--- config.mk ---
export PLATFORM = sky130hd
export DESIGN_NAME = icache_replace
export DESIGN_NICKNAME = d
export VERILOG_FILES = /design/src/hw/icache_cfg_pkg.sv /design/src/hw/icache_msg_pkg.sv /design/src/hw/icache_replace.sv
export SDC_FILE = /design/constraint.sdc
export NUM_CORES = 1
export LEC_CHECK = 0
export ABC_AREA = 1
export ABC_CLOCK_PERIOD_IN_PS = 9750
export BUFFER_PORTS_ARGS = -buffer_cell sky130_fd_sc_hd__buf_2
export CORE_MARGIN = 2
export CORE_UTILIZATION = 45
export CTS_BUF_LIST = sky130_fd_sc_hd__clkbuf_4 sky130_fd_sc_hd__clkbuf_8 sky130_fd_sc_hd__clkbuf_16
export DETAILED_ROUTE_END_ITERATION = 10
export GPL_TIMING_DRIVEN = 0
export RECOVER_POWER = 100
export SLEW_MARGIN = 20
export SYNTH_ARGS = -nofsm -noshare
export SYNTH_HDL_FRONTEND = slang
export SYNTH_SLANG_ARGS = --single-unit
export TNS_END_PERCENT = 10
--- constraint.sdc ---
create_clock -name clk_i -period 9.75 [get_ports clk_i]
set_input_delay 0.975 -clock clk_i [delete_from_list [all_inputs] [get_ports clk_i]]
set_output_delay 0.975 -clock clk_i [all_outputs]
set_load 0.05 [all_outputs]
--- src/hw/icache_cfg_pkg.sv ---
// instruction cache geometry
package icache_cfg_pkg;

  localparam int ADDR_W = 32;
  localparam int WORD_W = 32;
  localparam int WAYS = 4;
  localparam int SETS = 64;
  localparam int WORDS_PER_LINE = WAYS;

  localparam int INDEX_W = 6;
  localparam int OFFSET_W = 2;
  localparam int TAG_W = 22;
  localparam int WAY_W = 2;
  localparam int LRU_W = 3;

  // byte address layout: tag | index | word offset | byte
  localparam int OFFSET_LSB = 2;
  localparam int INDEX_LSB = OFFSET_LSB + OFFSET_W;
  localparam int TAG_LSB = INDEX_LSB + INDEX_W;

  typedef logic [ADDR_W-1:0] addr_t;
  typedef logic [WORD_W-1:0] word_t;
  typedef logic [TAG_W-1:0] tag_t;
  typedef logic [INDEX_W-1:0] index_t;
  typedef logic [OFFSET_W-1:0] offset_t;
  typedef logic [WAY_W-1:0] way_t;
  typedef logic [WAYS-1:0] way_mask_t;

  // tree bits: [0] root, [1] ways 0/1, [2] ways 2/3
  typedef logic [LRU_W-1:0] lru_t;

endpackage

--- src/hw/icache_msg_pkg.sv ---
// instruction cache message structs
package icache_msg_pkg;

  // one way of a tag set
  typedef struct packed {
    logic valid;
    icache_cfg_pkg::tag_t tag;
  } tag_entry_s;

  // line request toward the memory side
  typedef struct packed {
    icache_cfg_pkg::addr_t addr;
    icache_cfg_pkg::way_t way;
  } miss_req_s;

  // beat number comes from arrival order
  typedef struct packed {
    icache_cfg_pkg::word_t data;
  } fill_beat_s;

  // one fill word, plus the tag on the last beat
  typedef struct packed {
    logic we;
    icache_cfg_pkg::index_t index;
    icache_cfg_pkg::way_t way;
    icache_cfg_pkg::offset_t offset;
    icache_cfg_pkg::word_t data;
    logic tag_we;
    icache_cfg_pkg::tag_t tag;
  } fill_wr_s;

  // invalidate all ways of one set
  typedef struct packed {
    logic inv;
    icache_cfg_pkg::index_t index;
  } sweep_wr_s;

endpackage

--- src/hw/icache_replace.sv ---
// pseudo-LRU state and victim choice
`timescale 1ns/1ns

module icache_replace (
  input  logic                       clk_i,
  input  logic                       tv_v_i,
  input  logic                       tv_miss_i,
  input  icache_cfg_pkg::way_t       tv_hit_way_i,
  input  icache_cfg_pkg::way_mask_t  tv_valid_i,
  input  icache_cfg_pkg::index_t     tv_index_i,
  input  icache_msg_pkg::fill_wr_s   fill_wr_i,
  input  icache_msg_pkg::sweep_wr_s  sweep_wr_i,
  output icache_cfg_pkg::way_t       victim_o
);

  icache_cfg_pkg::lru_t lru_r [icache_cfg_pkg::SETS];
  icache_cfg_pkg::lru_t lru_cur;
  icache_cfg_pkg::way_t lru_way;
  icache_cfg_pkg::way_t invalid_way;
  logic invalid_found;

  logic upd_v;
  icache_cfg_pkg::index_t upd_index;
  icache_cfg_pkg::way_t upd_way;
  icache_cfg_pkg::lru_t upd_bits;

  // bits are read in the TV cycle so the victim is ready with the miss
  assign lru_cur = lru_r[tv_index_i];

  // root 1 points at the right pair
  assign lru_way = lru_cur[0] ? {1'b1, lru_cur[2]} : {1'b0, lru_cur[1]};

  always_comb begin
    invalid_found = 1'b0;
    invalid_way = '0;
    for (int w = icache_cfg_pkg::WAYS - 1; w >= 0; w--) begin
      if (!tv_valid_i[w]) begin
        invalid_found = 1'b1;
        invalid_way = icache_cfg_pkg::way_t'(w);
      end
    end
  end

  assign victim_o = invalid_found ? invalid_way : lru_way;

  // the tag write of a fill and a hit never share a cycle
  assign upd_v = (tv_v_i && !tv_miss_i) || (fill_wr_i.we && fill_wr_i.tag_we);
  assign upd_index = fill_wr_i.tag_we ? fill_wr_i.index : tv_index_i;
  assign upd_way = fill_wr_i.tag_we ? fill_wr_i.way : tv_hit_way_i;

  // point the tree away from the way just used
  always_comb begin
    upd_bits = lru_r[upd_index];
    upd_bits[0] = !upd_way[1];
    if (upd_way[1]) begin
      upd_bits[2] = !upd_way[0];
    end else begin
      upd_bits[1] = !upd_way[0];
    end
  end

  always_ff @(posedge clk_i) begin
    if (sweep_wr_i.inv) begin
      lru_r[sweep_wr_i.index] <= '0;
    end else if (upd_v) begin
      lru_r[upd_index] <= upd_bits;
    end
  end

endmodule

==> key figures <==
Yosys
  – Mapped cell area: 9380 um2
  – Ys Warns: 0
  – Synthesized area per cell: 9.16 um2
  – Synthesized flop and latch total: 192
  – Syn Nets: 1112
  – Sequential area share after synthesis: 0.615
  – Synth Instances: 1024
  – Synth unique cells: 29

Timing
  – Setup_tns: 0 ps
  – Final hold vios: 0
  – Crit path time final: 5440 ps
  – Slew Limit Fails: 84
  – RSZ-0062 raised after global routing: no
  – F_max: 0.184 GHz
  – Worst-margin pin slew: 1900 ps
  – Slew headroom: -0.272
  – # setup viols final: 0
  – Final period utilization: 0.557

Finish
  – Ant diodes: 0
  – Share of cells above drive strength 1: 0.0879
  – Fillers: 1916
  – Area of the multi-input gates: 3150 um2
  – Regs by FF count: lru_r x192
  – Max FFs per register: 192
  – Non-filler instance count after layout: 1362
  – Most flops, register: lru_r
  – Sequential Area: 5770 um2
  – Area growth syn-to-layout: 10.1%
  – Final net count: 1167

Clock network
  – Bufs on Longest Clock Path: 2
  – Cts hold-fix bufs: 0
  – CTS root buffer: clkbuf_16
  – Num CTS Buffers: 17
  – Number of clock sinks: 192
  – Clock transition at the registers of the reported paths: 70 ps
  – Post-CTS setup buffer count: 0
  – Cts repair resizes: 0
  – CTS tree: done
  – H-tree Lvls: 4

Job
  – Max Cap Violations: 3

Drt
  – DRC Markers: 0
  – TritonRoute pass-1 iters: 6
  – Vias post-DR: 7666
  – Post-route ant nets: 0
  – Drt via density: 5.63
  – Routed WL per cell: 22.2 um
  – Initial DRC count: 1176
  – Total Wirelength: 30200 um

Pwr
  – Power Density: 175 nW/um2
  – Peak supply drop: 0.136 mV
  – Leakage power: 3.91 nW

Critical path
  – CP Class: primary input to flop
  – Critical path peak fanout: 20
  – Critical Path Sink Type: flop
  – Critical Path RT: 9900 ps
  – CP arrival: 5590 ps
  – Setup crit start kind: primary input

Placement
  – Port bufs: 29
  – RD Place Congestion: 0.883
  – HPWL Detailed: 19500 um
  – Placed Cells: 1330

Global routing
  – M3 GR Usage: 0.0660
  – Largest net degree at the start of global routing: 37
  – Vias in the first global route: 7066
  – Total Routing Usage GR: 0.281
  – Initial antenna violation count: 0
  – Met1 usage: 0.410
  – First-pass GRT wire length: 43900 um
  – Grt total ovfl: 0
  – Met2 global-route usage: 0.420
  – Busiest grt layer: met2

Die
  – Die Width: 148 um
  – CORE AREA: 20400 um2
  – Initial core utilization: 0.460
  – Rows: 52
  – Die ar.: 22000 um2
  – IO Pins: 90
  – Die Height: 148 um

Run status
  – Violated checks: max-capacitance violations, max-slew violations
  – Status: finished with violations

Hold path
  – Hold Path Class: primary input to flop
[worst paths after layout]
path	startpoint	slack, ps	cells after the start	endpoint
setup / recovery	fill_wr_i[22]	4310	10	lru_r[61][1]
hold / removal	fill_wr_i[57]	1170	2	lru_r[3][2]
[report_power, final]
| group | total (mW) | internal (mW) | switching [mW] |
|---|---|---|---|
| clock network | 0.675 | 0.335 | 0.339 |
| registers | 0.922 | 0.919 | 0.00259 |
| logic | 0.214 | 0.0468 | 0.167 |
| total | 1.81 | 1.30 | 0.509 |
[kinds of logic (layout without fill, tap and decap cells)]
kind of cell,Yosys count,in the layout,share of synthesized area
AO/OA/AOI/OAI,18,18,0.0141
buffers and inverters,83,151,0.0382
flip-flops,192,192,0.615
AND/OR/NAND/NOR,731,731,0.333
[critical path: stages]
cell and delay, ps:
clkbuf_1 310, nand2_4 50, nand2_1 140, clkinvlp_2 140, nor2_1 240, clkinvlp_2 400, a211oi_1 1370, clkbuf_1 670
clkbuf_1 720, clkbuf_1 560
[layer usage]
metal / part of all wire / vias up
li1: - / 3508
met5: 0 / -
met1: 0.43 / 3631
met2: 0.44 / 475
met3: 0.11 / 52
met4: 0.021 / 0
[final cells by class]
| cell class | count | share of cell area |
|---|---|---|
| Timing Repair Buffer | 36 | 0.0165 |
| Clock inverter | 15 | 0.0129 |
| Buffer | 60 | 0.0240 |
| Tap cell | 270 | 0.0327 |
| Clock buffer | 17 | 0.0412 |
| Sequential cell | 192 | 0.559 |
| Multi-Input combinational cell | 749 | 0.305 |
| Inverter | 23 | 0.00897 |
[per-stage QoR]
step | instance area (um2) | utilization | hold WS [ps] | power [mW] | setup slack [ps]
4_1_cts | 10500 | 0.517 | 967 | 1.81 | 5220
5_1_grt | 10300 | 0.507 | 1190 | 1.86 | 3860
2_1_floorplan | 9380 | - | 1270 | 1.07 | 1860
3_3_place_gp | 9860 | 0.484 | 1580 | 1.16 | -3040
3_5_place_dp | 9980 | 0.490 | 1430 | 1.16 | 5230
6_report | 10300 | 0.507 | 1170 | 1.81 | 4310
[cells in the mapped netlist]
cell type | instances | area (um2)
nand2_2 | 1 | 6.26
inv_1 | 15 | 56.3
buf_2 | 17 | 85.1
buf_1 | 5 | 18.8
nor2_8 | 2 | 40.0
buf_4 | 2 | 15.0
edfxtp_1 | 192 | 5770
o21ai_4 | 2 | 32.5
clkbuf_1 | 35 | 131
or2_1 | 1 | 6.26
inv_2 | 3 | 11.3
o21ai_0 | 8 | 40.0
clkinv_1 | 1 | 3.75
nor3_2 | 3 | 30.0
o21ai_2 | 4 | 35.0
nand3_1 | 151 | 756
nor2_1 | 190 | 713
o211ai_1 | 1 | 7.51
nor2_2 | 5 | 31.3
nand2_4 | 3 | 33.8
buf_6 | 1 | 11.3
nor3_1 | 5 | 25.0
o21ai_1 | 1 | 5.00
nand2_1 | 356 | 1340
or2_2 | 3 | 18.8
inv_4 | 4 | 25.0
a21oi_1 | 1 | 5.00
nor2_4 | 11 | 124
a211oi_1 | 1 | 7.51
[cell usage in the layout, fill, tap and decap left out, types with 2 or more instances in the layout]
master,instances
nand2_1,357
nor2_1,200
edfxtp_1,192
nand3_1,151
clkbuf_1,49
buf_2,40
clkbuf_16,17
inv_1,16
o21ai_0,11
nor3_1,8
nor2_4,6
buf_1,5
clkinvlp_4,5
inv_8,5
clkinv_4,4
clkinvlp_2,3
or2_2,3
buf_4,2
inv_2,2
nand2_4,2
o21ai_2,2
clkinv_1,2
(Power assumes the default switching activity.)
