File: src/hw/icache_cfg_pkg.sv
// instruction cache geometry
package icache_cfg_pkg;

  localparam int ADDR_W = 32;
  localparam int WORD_W = 32;
  localparam int WAYS = 4;
  localparam int SETS = 64;
  localparam int WORDS_PER_LINE = WAYS;

  localparam int INDEX_W = 6;
  localparam int OFFSET_W = 2;
  localparam int TAG_W = 22;
  localparam int WAY_W = 2;
  localparam int LRU_W = 3;

  // byte address layout: tag | index | word offset | byte
  localparam int OFFSET_LSB = 2;
  localparam int INDEX_LSB = OFFSET_LSB + OFFSET_W;
  localparam int TAG_LSB = INDEX_LSB + INDEX_W;

  typedef logic [ADDR_W-1:0] addr_t;
  typedef logic [WORD_W-1:0] word_t;
  typedef logic [TAG_W-1:0] tag_t;
  typedef logic [INDEX_W-1:0] index_t;
  typedef logic [OFFSET_W-1:0] offset_t;
  typedef logic [WAY_W-1:0] way_t;
  typedef logic [WAYS-1:0] way_mask_t;

  // tree bits: [0] root, [1] ways 0/1, [2] ways 2/3
  typedef logic [LRU_W-1:0] lru_t;

endpackage

File: src/hw/icache_msg_pkg.sv
// instruction cache message structs
package icache_msg_pkg;

  // one way of a tag set
  typedef struct packed {
    logic valid;
    icache_cfg_pkg::tag_t tag;
  } tag_entry_s;

  // line request toward the memory side
  typedef struct packed {
    icache_cfg_pkg::addr_t addr;
    icache_cfg_pkg::way_t way;
  } miss_req_s;

  // beat number comes from arrival order
  typedef struct packed {
    icache_cfg_pkg::word_t data;
  } fill_beat_s;

  // one fill word, plus the tag on the last beat
  typedef struct packed {
    logic we;
    icache_cfg_pkg::index_t index;
    icache_cfg_pkg::way_t way;
    icache_cfg_pkg::offset_t offset;
    icache_cfg_pkg::word_t data;
    logic tag_we;
    icache_cfg_pkg::tag_t tag;
  } fill_wr_s;

  // invalidate all ways of one set
  typedef struct packed {
    logic inv;
    icache_cfg_pkg::index_t index;
  } sweep_wr_s;

endpackage

File: src/hw/icache_miss_fsm.sv
// sweep, miss and fill control
`timescale 1ns/1ns

module icache_miss_fsm (
  input  logic                        clk_i,
  input  logic                        reset_i,
  input  logic                        tv_miss_i,
  input  icache_cfg_pkg::addr_t       miss_addr_i,
  input  icache_cfg_pkg::way_t        victim_i,
  input  logic                        fill_v_i,
  input  icache_msg_pkg::fill_beat_s  fill_i,
  input  logic                        sweep_last_i,
  input  logic                        fill_last_i,
  input  icache_cfg_pkg::index_t      sweep_idx_i,
  input  icache_cfg_pkg::offset_t     fill_cnt_i,
  output logic                        sweep_start_o,
  output logic                        sweep_step_o,
  output logic                        fill_start_o,
  output logic                        fill_step_o,
  output logic                        fetch_ready_o,
  output logic                        squash_o,
  output logic                        miss_req_v_o,
  output icache_msg_pkg::miss_req_s   miss_req_o,
  output icache_msg_pkg::fill_wr_s    fill_wr_o,
  output icache_msg_pkg::sweep_wr_s   sweep_wr_o
);

  typedef enum logic [1:0] {
    SWEEP,
    IDLE,
    FILL
  } state_e;

  state_e state_r;
  icache_cfg_pkg::addr_t line_addr_r;
  icache_cfg_pkg::way_t way_r;
  logic miss_take;

  assign miss_take = (state_r == IDLE) && tv_miss_i;

  always_ff @(posedge clk_i) begin
    if (reset_i) begin
      state_r <= SWEEP;
    end else begin
      case (state_r)
        SWEEP: if (sweep_last_i) state_r <= IDLE;
        IDLE: if (tv_miss_i) state_r <= FILL;
        FILL: if (fill_v_i && fill_last_i) state_r <= IDLE;
        default: state_r <= SWEEP;
      endcase
    end
  end

  // line and victim stay fixed for the whole fill
  always_ff @(posedge clk_i) begin
    if (miss_take) begin
      line_addr_r <= miss_req_o.addr;
      way_r <= victim_i;
    end
  end

  assign sweep_start_o = (state_r != SWEEP);
  assign sweep_step_o = (state_r == SWEEP);
  assign sweep_wr_o.inv = (state_r == SWEEP);
  assign sweep_wr_o.index = sweep_idx_i;

  assign fetch_ready_o = (state_r == IDLE) && !tv_miss_i;
  assign squash_o = miss_take;

  assign miss_req_v_o = miss_take;
  assign miss_req_o.addr = {miss_addr_i[icache_cfg_pkg::ADDR_W-1:icache_cfg_pkg::INDEX_LSB],
                            icache_cfg_pkg::INDEX_LSB'(0)};
  assign miss_req_o.way = victim_i;

  assign fill_start_o = miss_take;
  assign fill_step_o = (state_r == FILL) && fill_v_i;

  // beats land at the counter offset, tag goes with the last one
  assign fill_wr_o.we = fill_step_o;
  assign fill_wr_o.index = line_addr_r[icache_cfg_pkg::INDEX_LSB +: icache_cfg_pkg::INDEX_W];
  assign fill_wr_o.way = way_r;
  assign fill_wr_o.offset = fill_cnt_i;
  assign fill_wr_o.data = fill_i.data;
  assign fill_wr_o.tag_we = fill_last_i;
  assign fill_wr_o.tag = line_addr_r[icache_cfg_pkg::TAG_LSB +: icache_cfg_pkg::TAG_W];

endmodule

File: config.mk
export PLATFORM = sky130hd
export DESIGN_NAME = icache_miss_fsm
export DESIGN_NICKNAME = d
export VERILOG_FILES = /design/src/hw/icache_cfg_pkg.sv /design/src/hw/icache_msg_pkg.sv /design/src/hw/icache_miss_fsm.sv
export SDC_FILE = /design/constraint.sdc
export NUM_CORES = 1
export LEC_CHECK = 0
export BUFFER_PORTS_ARGS = -buffer_cell sky130_fd_sc_hd__buf_2
export CAP_MARGIN = 20
export CORE_ASPECT_RATIO = 1.4
export CORE_MARGIN = 2
export CORE_UTILIZATION = 30
export DETAILED_ROUTE_END_ITERATION = 16
export GPL_ROUTABILITY_DRIVEN = 0
export PLACE_DENSITY = 0.81
export SYNTH_ARGS = -nofsm -noshare
export SYNTH_HDL_FRONTEND = slang
export SYNTH_SLANG_ARGS = --single-unit
File: constraint.sdc
create_clock -name clk_i -period 2.2 [get_ports clk_i]
set_input_delay 0.44 -clock clk_i [delete_from_list [all_inputs] [get_ports clk_i]]
set_output_delay 0.44 -clock clk_i [all_outputs]
set_load 0.05 [all_outputs]
==> impl_summary.txt <==
----------------------------------------------------
[Status]
  Status ... finished, final reports clean

[Timing]
  Setup tns final ... 0 ns
  Share of the clock period used by the worst path ... 85.77%
  Final number of max-transition violations ... 0
  Post-route minimum period ... 1.887 ns
  Clock Skews ... ~0.0024 ns
  Final number of setup-violating endpoints ... 0
  Unrepaired setup endpoints after global routing ... no
  Final Hold Fails ... 0
  Highest Clock Rate ... approximately 530 MHz

[Clock network]
  Clock transition at the registers of the reported paths ... roughly 0.06 ns
  CTS tree ... yes
  Deepest level of the CTS H-tree ... 2
  Clock latency reported for the late side of the worst-skew pair ... 0.27 ns
  Number of resized instances in the post-cts repair step ... 0
  Hold Buf Count CTS ... 0
  Setup repair bufs after CTS ... 0
  Cell at the root of the clock tree ... sky130_fd_sc_hd__clkbuf_8
  Number of sinks driven by the clock tree ... 32
  Clock Path Buffers ... 2
  CTS buffer count ... 5

[Logic synthesis]
  Biggest area contributors in the synthesized netlist ... sky130_fd_sc_hd__edfxtp_1, sky130_fd_sc_hd__buf_4, sky130_fd_sc_hd__dfxtp_1, sky130_fd_sc_hd__or2_1, sky130_fd_sc_hd__inv_1
  Mapped Avg Cell Area ... roughly 13 sq um
  Number of warnings issued by yosys ... 0
  Post-synthesis cell type with the largest combined area ... sky130_fd_sc_hd__edfxtp_1
  Number of register bits inferred by synthesis ... 32
  Number of instances in the synthesized netlist ... approximately 130
  Fraction of synthesized cell area taken by the top area cell type ... between 50% and 60%
  Cell Area, Synth ... 1630 sq um
  Post-synth cell types ... 15
  Share of the yosys chip area belonging to registers ... 57.71%

[GRT]
  First-pass GRT wire length ... 3.822 mm
  Antenna violations before repair ... 0
  Vias in the first global route ... 778
  Total global routing track utilization ... 8.772%
  Final global-route overflow total ... 0
  Largest net degree at the start of global routing ... 21

[Floorplan]
  Die outline area ... 6049 sq um
  Chip Height ... 91.23 um
  Starting density of the core ... 31.37%
  Horiz. Die Dim ... 66.31 um
  Number of ports placed on the die boundary ... 194
  Row cnt ... 31
  Core area ... 5197 sq um

[Route]
  Total DRC errors in the routed layout ... 0
  Antenna Nets Post-Route ... 0
  Wirelength, routed ... 2.757 mm
  Router iterations before antenna repair ... 4
  Vias post-DR ... 890
  Drt initial violations ... 42
  Vias per cell ... around 3.8
  Routed wire length per instance ... 11.88 um

[Setup path]
  Worst endpoint required time ... between 1.5 and 2 ns
  Critical path launch point type ... flip-flop
  Reg2Reg Launch Point ... state_r[0]
  Critical setup path kind ... flip-flop to primary output
  CP arrival ... 1.45 ns
  Setup crit end kind ... primary output
  Largest fanout on the critical path ... 7
  Timing startpoint of the critical path ... state_r[0]

[Layout]
  Total number of nets in the final design ... 245
  Area growth syn-to-layout ... 9.286%
  Number of diodes ... 0
  Leading cell type in the layout, fill and taps excluded ... sky130_fd_sc_hd__buf_2
  Filler cells ... 511
  Fraction of the core area covered by cells at the end of the flow ... 34.28%
  Commonest cells after routing, fill and taps aside ... sky130_fd_sc_hd__buf_2, sky130_fd_sc_hd__edfxtp_1, sky130_fd_sc_hd__clkbuf_8, sky130_fd_sc_hd__conb_1
  Share of post-route cells with drive strength above 1 ... 70.48%

[Min path]
  Worst hold-check path type ... input port to flip-flop
  Worst Min Path Start ... reset_i

[Run]
  Number of max-capacitance violations reported ... 0

[Pwr]
  Worst vdd ir ... 0.1995 mV
  Power density over the cells ... a little under 900 nW/um^2
  Leakage power total ... 0.8237 nW

[Placement]
  Half-perimeter wire length after detailed placement ... roughly 2.2 mm
  Port buffer count ... 105

----------------------------------------------------
## registers in the layout, indices dropped and copies added (netlist names)
name	count
way_r	2
state_r	2
line_addr_r	28
## cell usage after synthesis
master,count
sky130_fd_sc_hd__o31ai_1,1
sky130_fd_sc_hd__nor3b_1,1
sky130_fd_sc_hd__a21oi_1,1
sky130_fd_sc_hd__nor2b_2,1
sky130_fd_sc_hd__or2_1,2
sky130_fd_sc_hd__nand2_2,1
sky130_fd_sc_hd__nand2_1,2
sky130_fd_sc_hd__dfxtp_1,2
sky130_fd_sc_hd__inv_1,3
sky130_fd_sc_hd__mux2i_1,1
sky130_fd_sc_hd__or3b_1,1
sky130_fd_sc_hd__edfxtp_1,30
sky130_fd_sc_hd__and2_2,1
sky130_fd_sc_hd__buf_4,79
sky130_fd_sc_hd__conb_1,1
## layer usage
| layer | GRT usage (%) | part of all wire [%] |
|---|---|---|
| met2 | 14.67 | 50 |
| met4 | 8.503 | 4.7 |
| met1 | 7.256 | 31 |
| met3 | 3.717 | 14 |
| met5 | 0 | 0 |
## power breakdown
part / total (W) / switching [W] / internal [W]
Clock: 0.000522 / 0.000193 / 0.000329
Sequential: 0.000701 / 0.00000732 / 0.000694
Combinational: 0.000357 / 0.000285 / 0.0000712
Total: 0.00158 / 0.000485 / 0.00109
## critical path: stages, from the launching register on
cell	delay, ns
sky130_fd_sc_hd__dfxtp_1	0.41
sky130_fd_sc_hd__nand2_1	0.07
sky130_fd_sc_hd__or2_1	0.26
sky130_fd_sc_hd__clkinvlp_4	0.16
sky130_fd_sc_hd__buf_2	0.28
## path summary, 6_finish.rpt
check / slack [ns] / to / cells after the start
worst max register to register: 0.71 / line_addr_r[13] / 4
worst min-delay path: 0.35 / state_r[1] / 2
worst min register to register: 0.54 / state_r[0] / 1
worst max-delay path: 0.31 / miss_req_v_o / 4
## layout make-up
type	instances	area, sq um	share of cell area, %
timing repair buffer	107	540.5	30.34
sequential	32	940.9	52.81
clock inverter	3	37.54	2.107
multi-input combinational	16	96.34	5.407
clock buffer	5	68.82	3.862
tap	66	82.58	4.635
inverter	3	15.01	0.8427
## through the flow
stage	power (W)	cells	setup slack (ns)	hold slack [ns]	cell area [sq um]
6_report	0.001580	232	0.3130	0.3484	1782
5_1_grt	0.001655	232	0.2098	0.3321	1782
4_1_cts	0.001605	232	0.2934	0.3364	1782
3_5_place_dp	0.001075	224	0.4688	0.5191	1675
3_3_place_gp	0.001071	224	0.4811	0.4978	1675
2_1_floorplan	0.001222	130	0.1118	0.4636	1645
## cells by family (layout without fill, tap and decap cells)
kind of cell | after synthesis | in the layout | share of synthesized area [%]
buf+inv | 82 | 118 | 37.07
simple gates | 9 | 9 | 3.608
other cells | 1 | 4 | 0.2300
compound gates | 2 | 2 | 0.7673
flops | 32 | 32 | 57.71
mux | 1 | 1 | 0.6140
No activity file was read; power rests on OpenSTA's default activity.
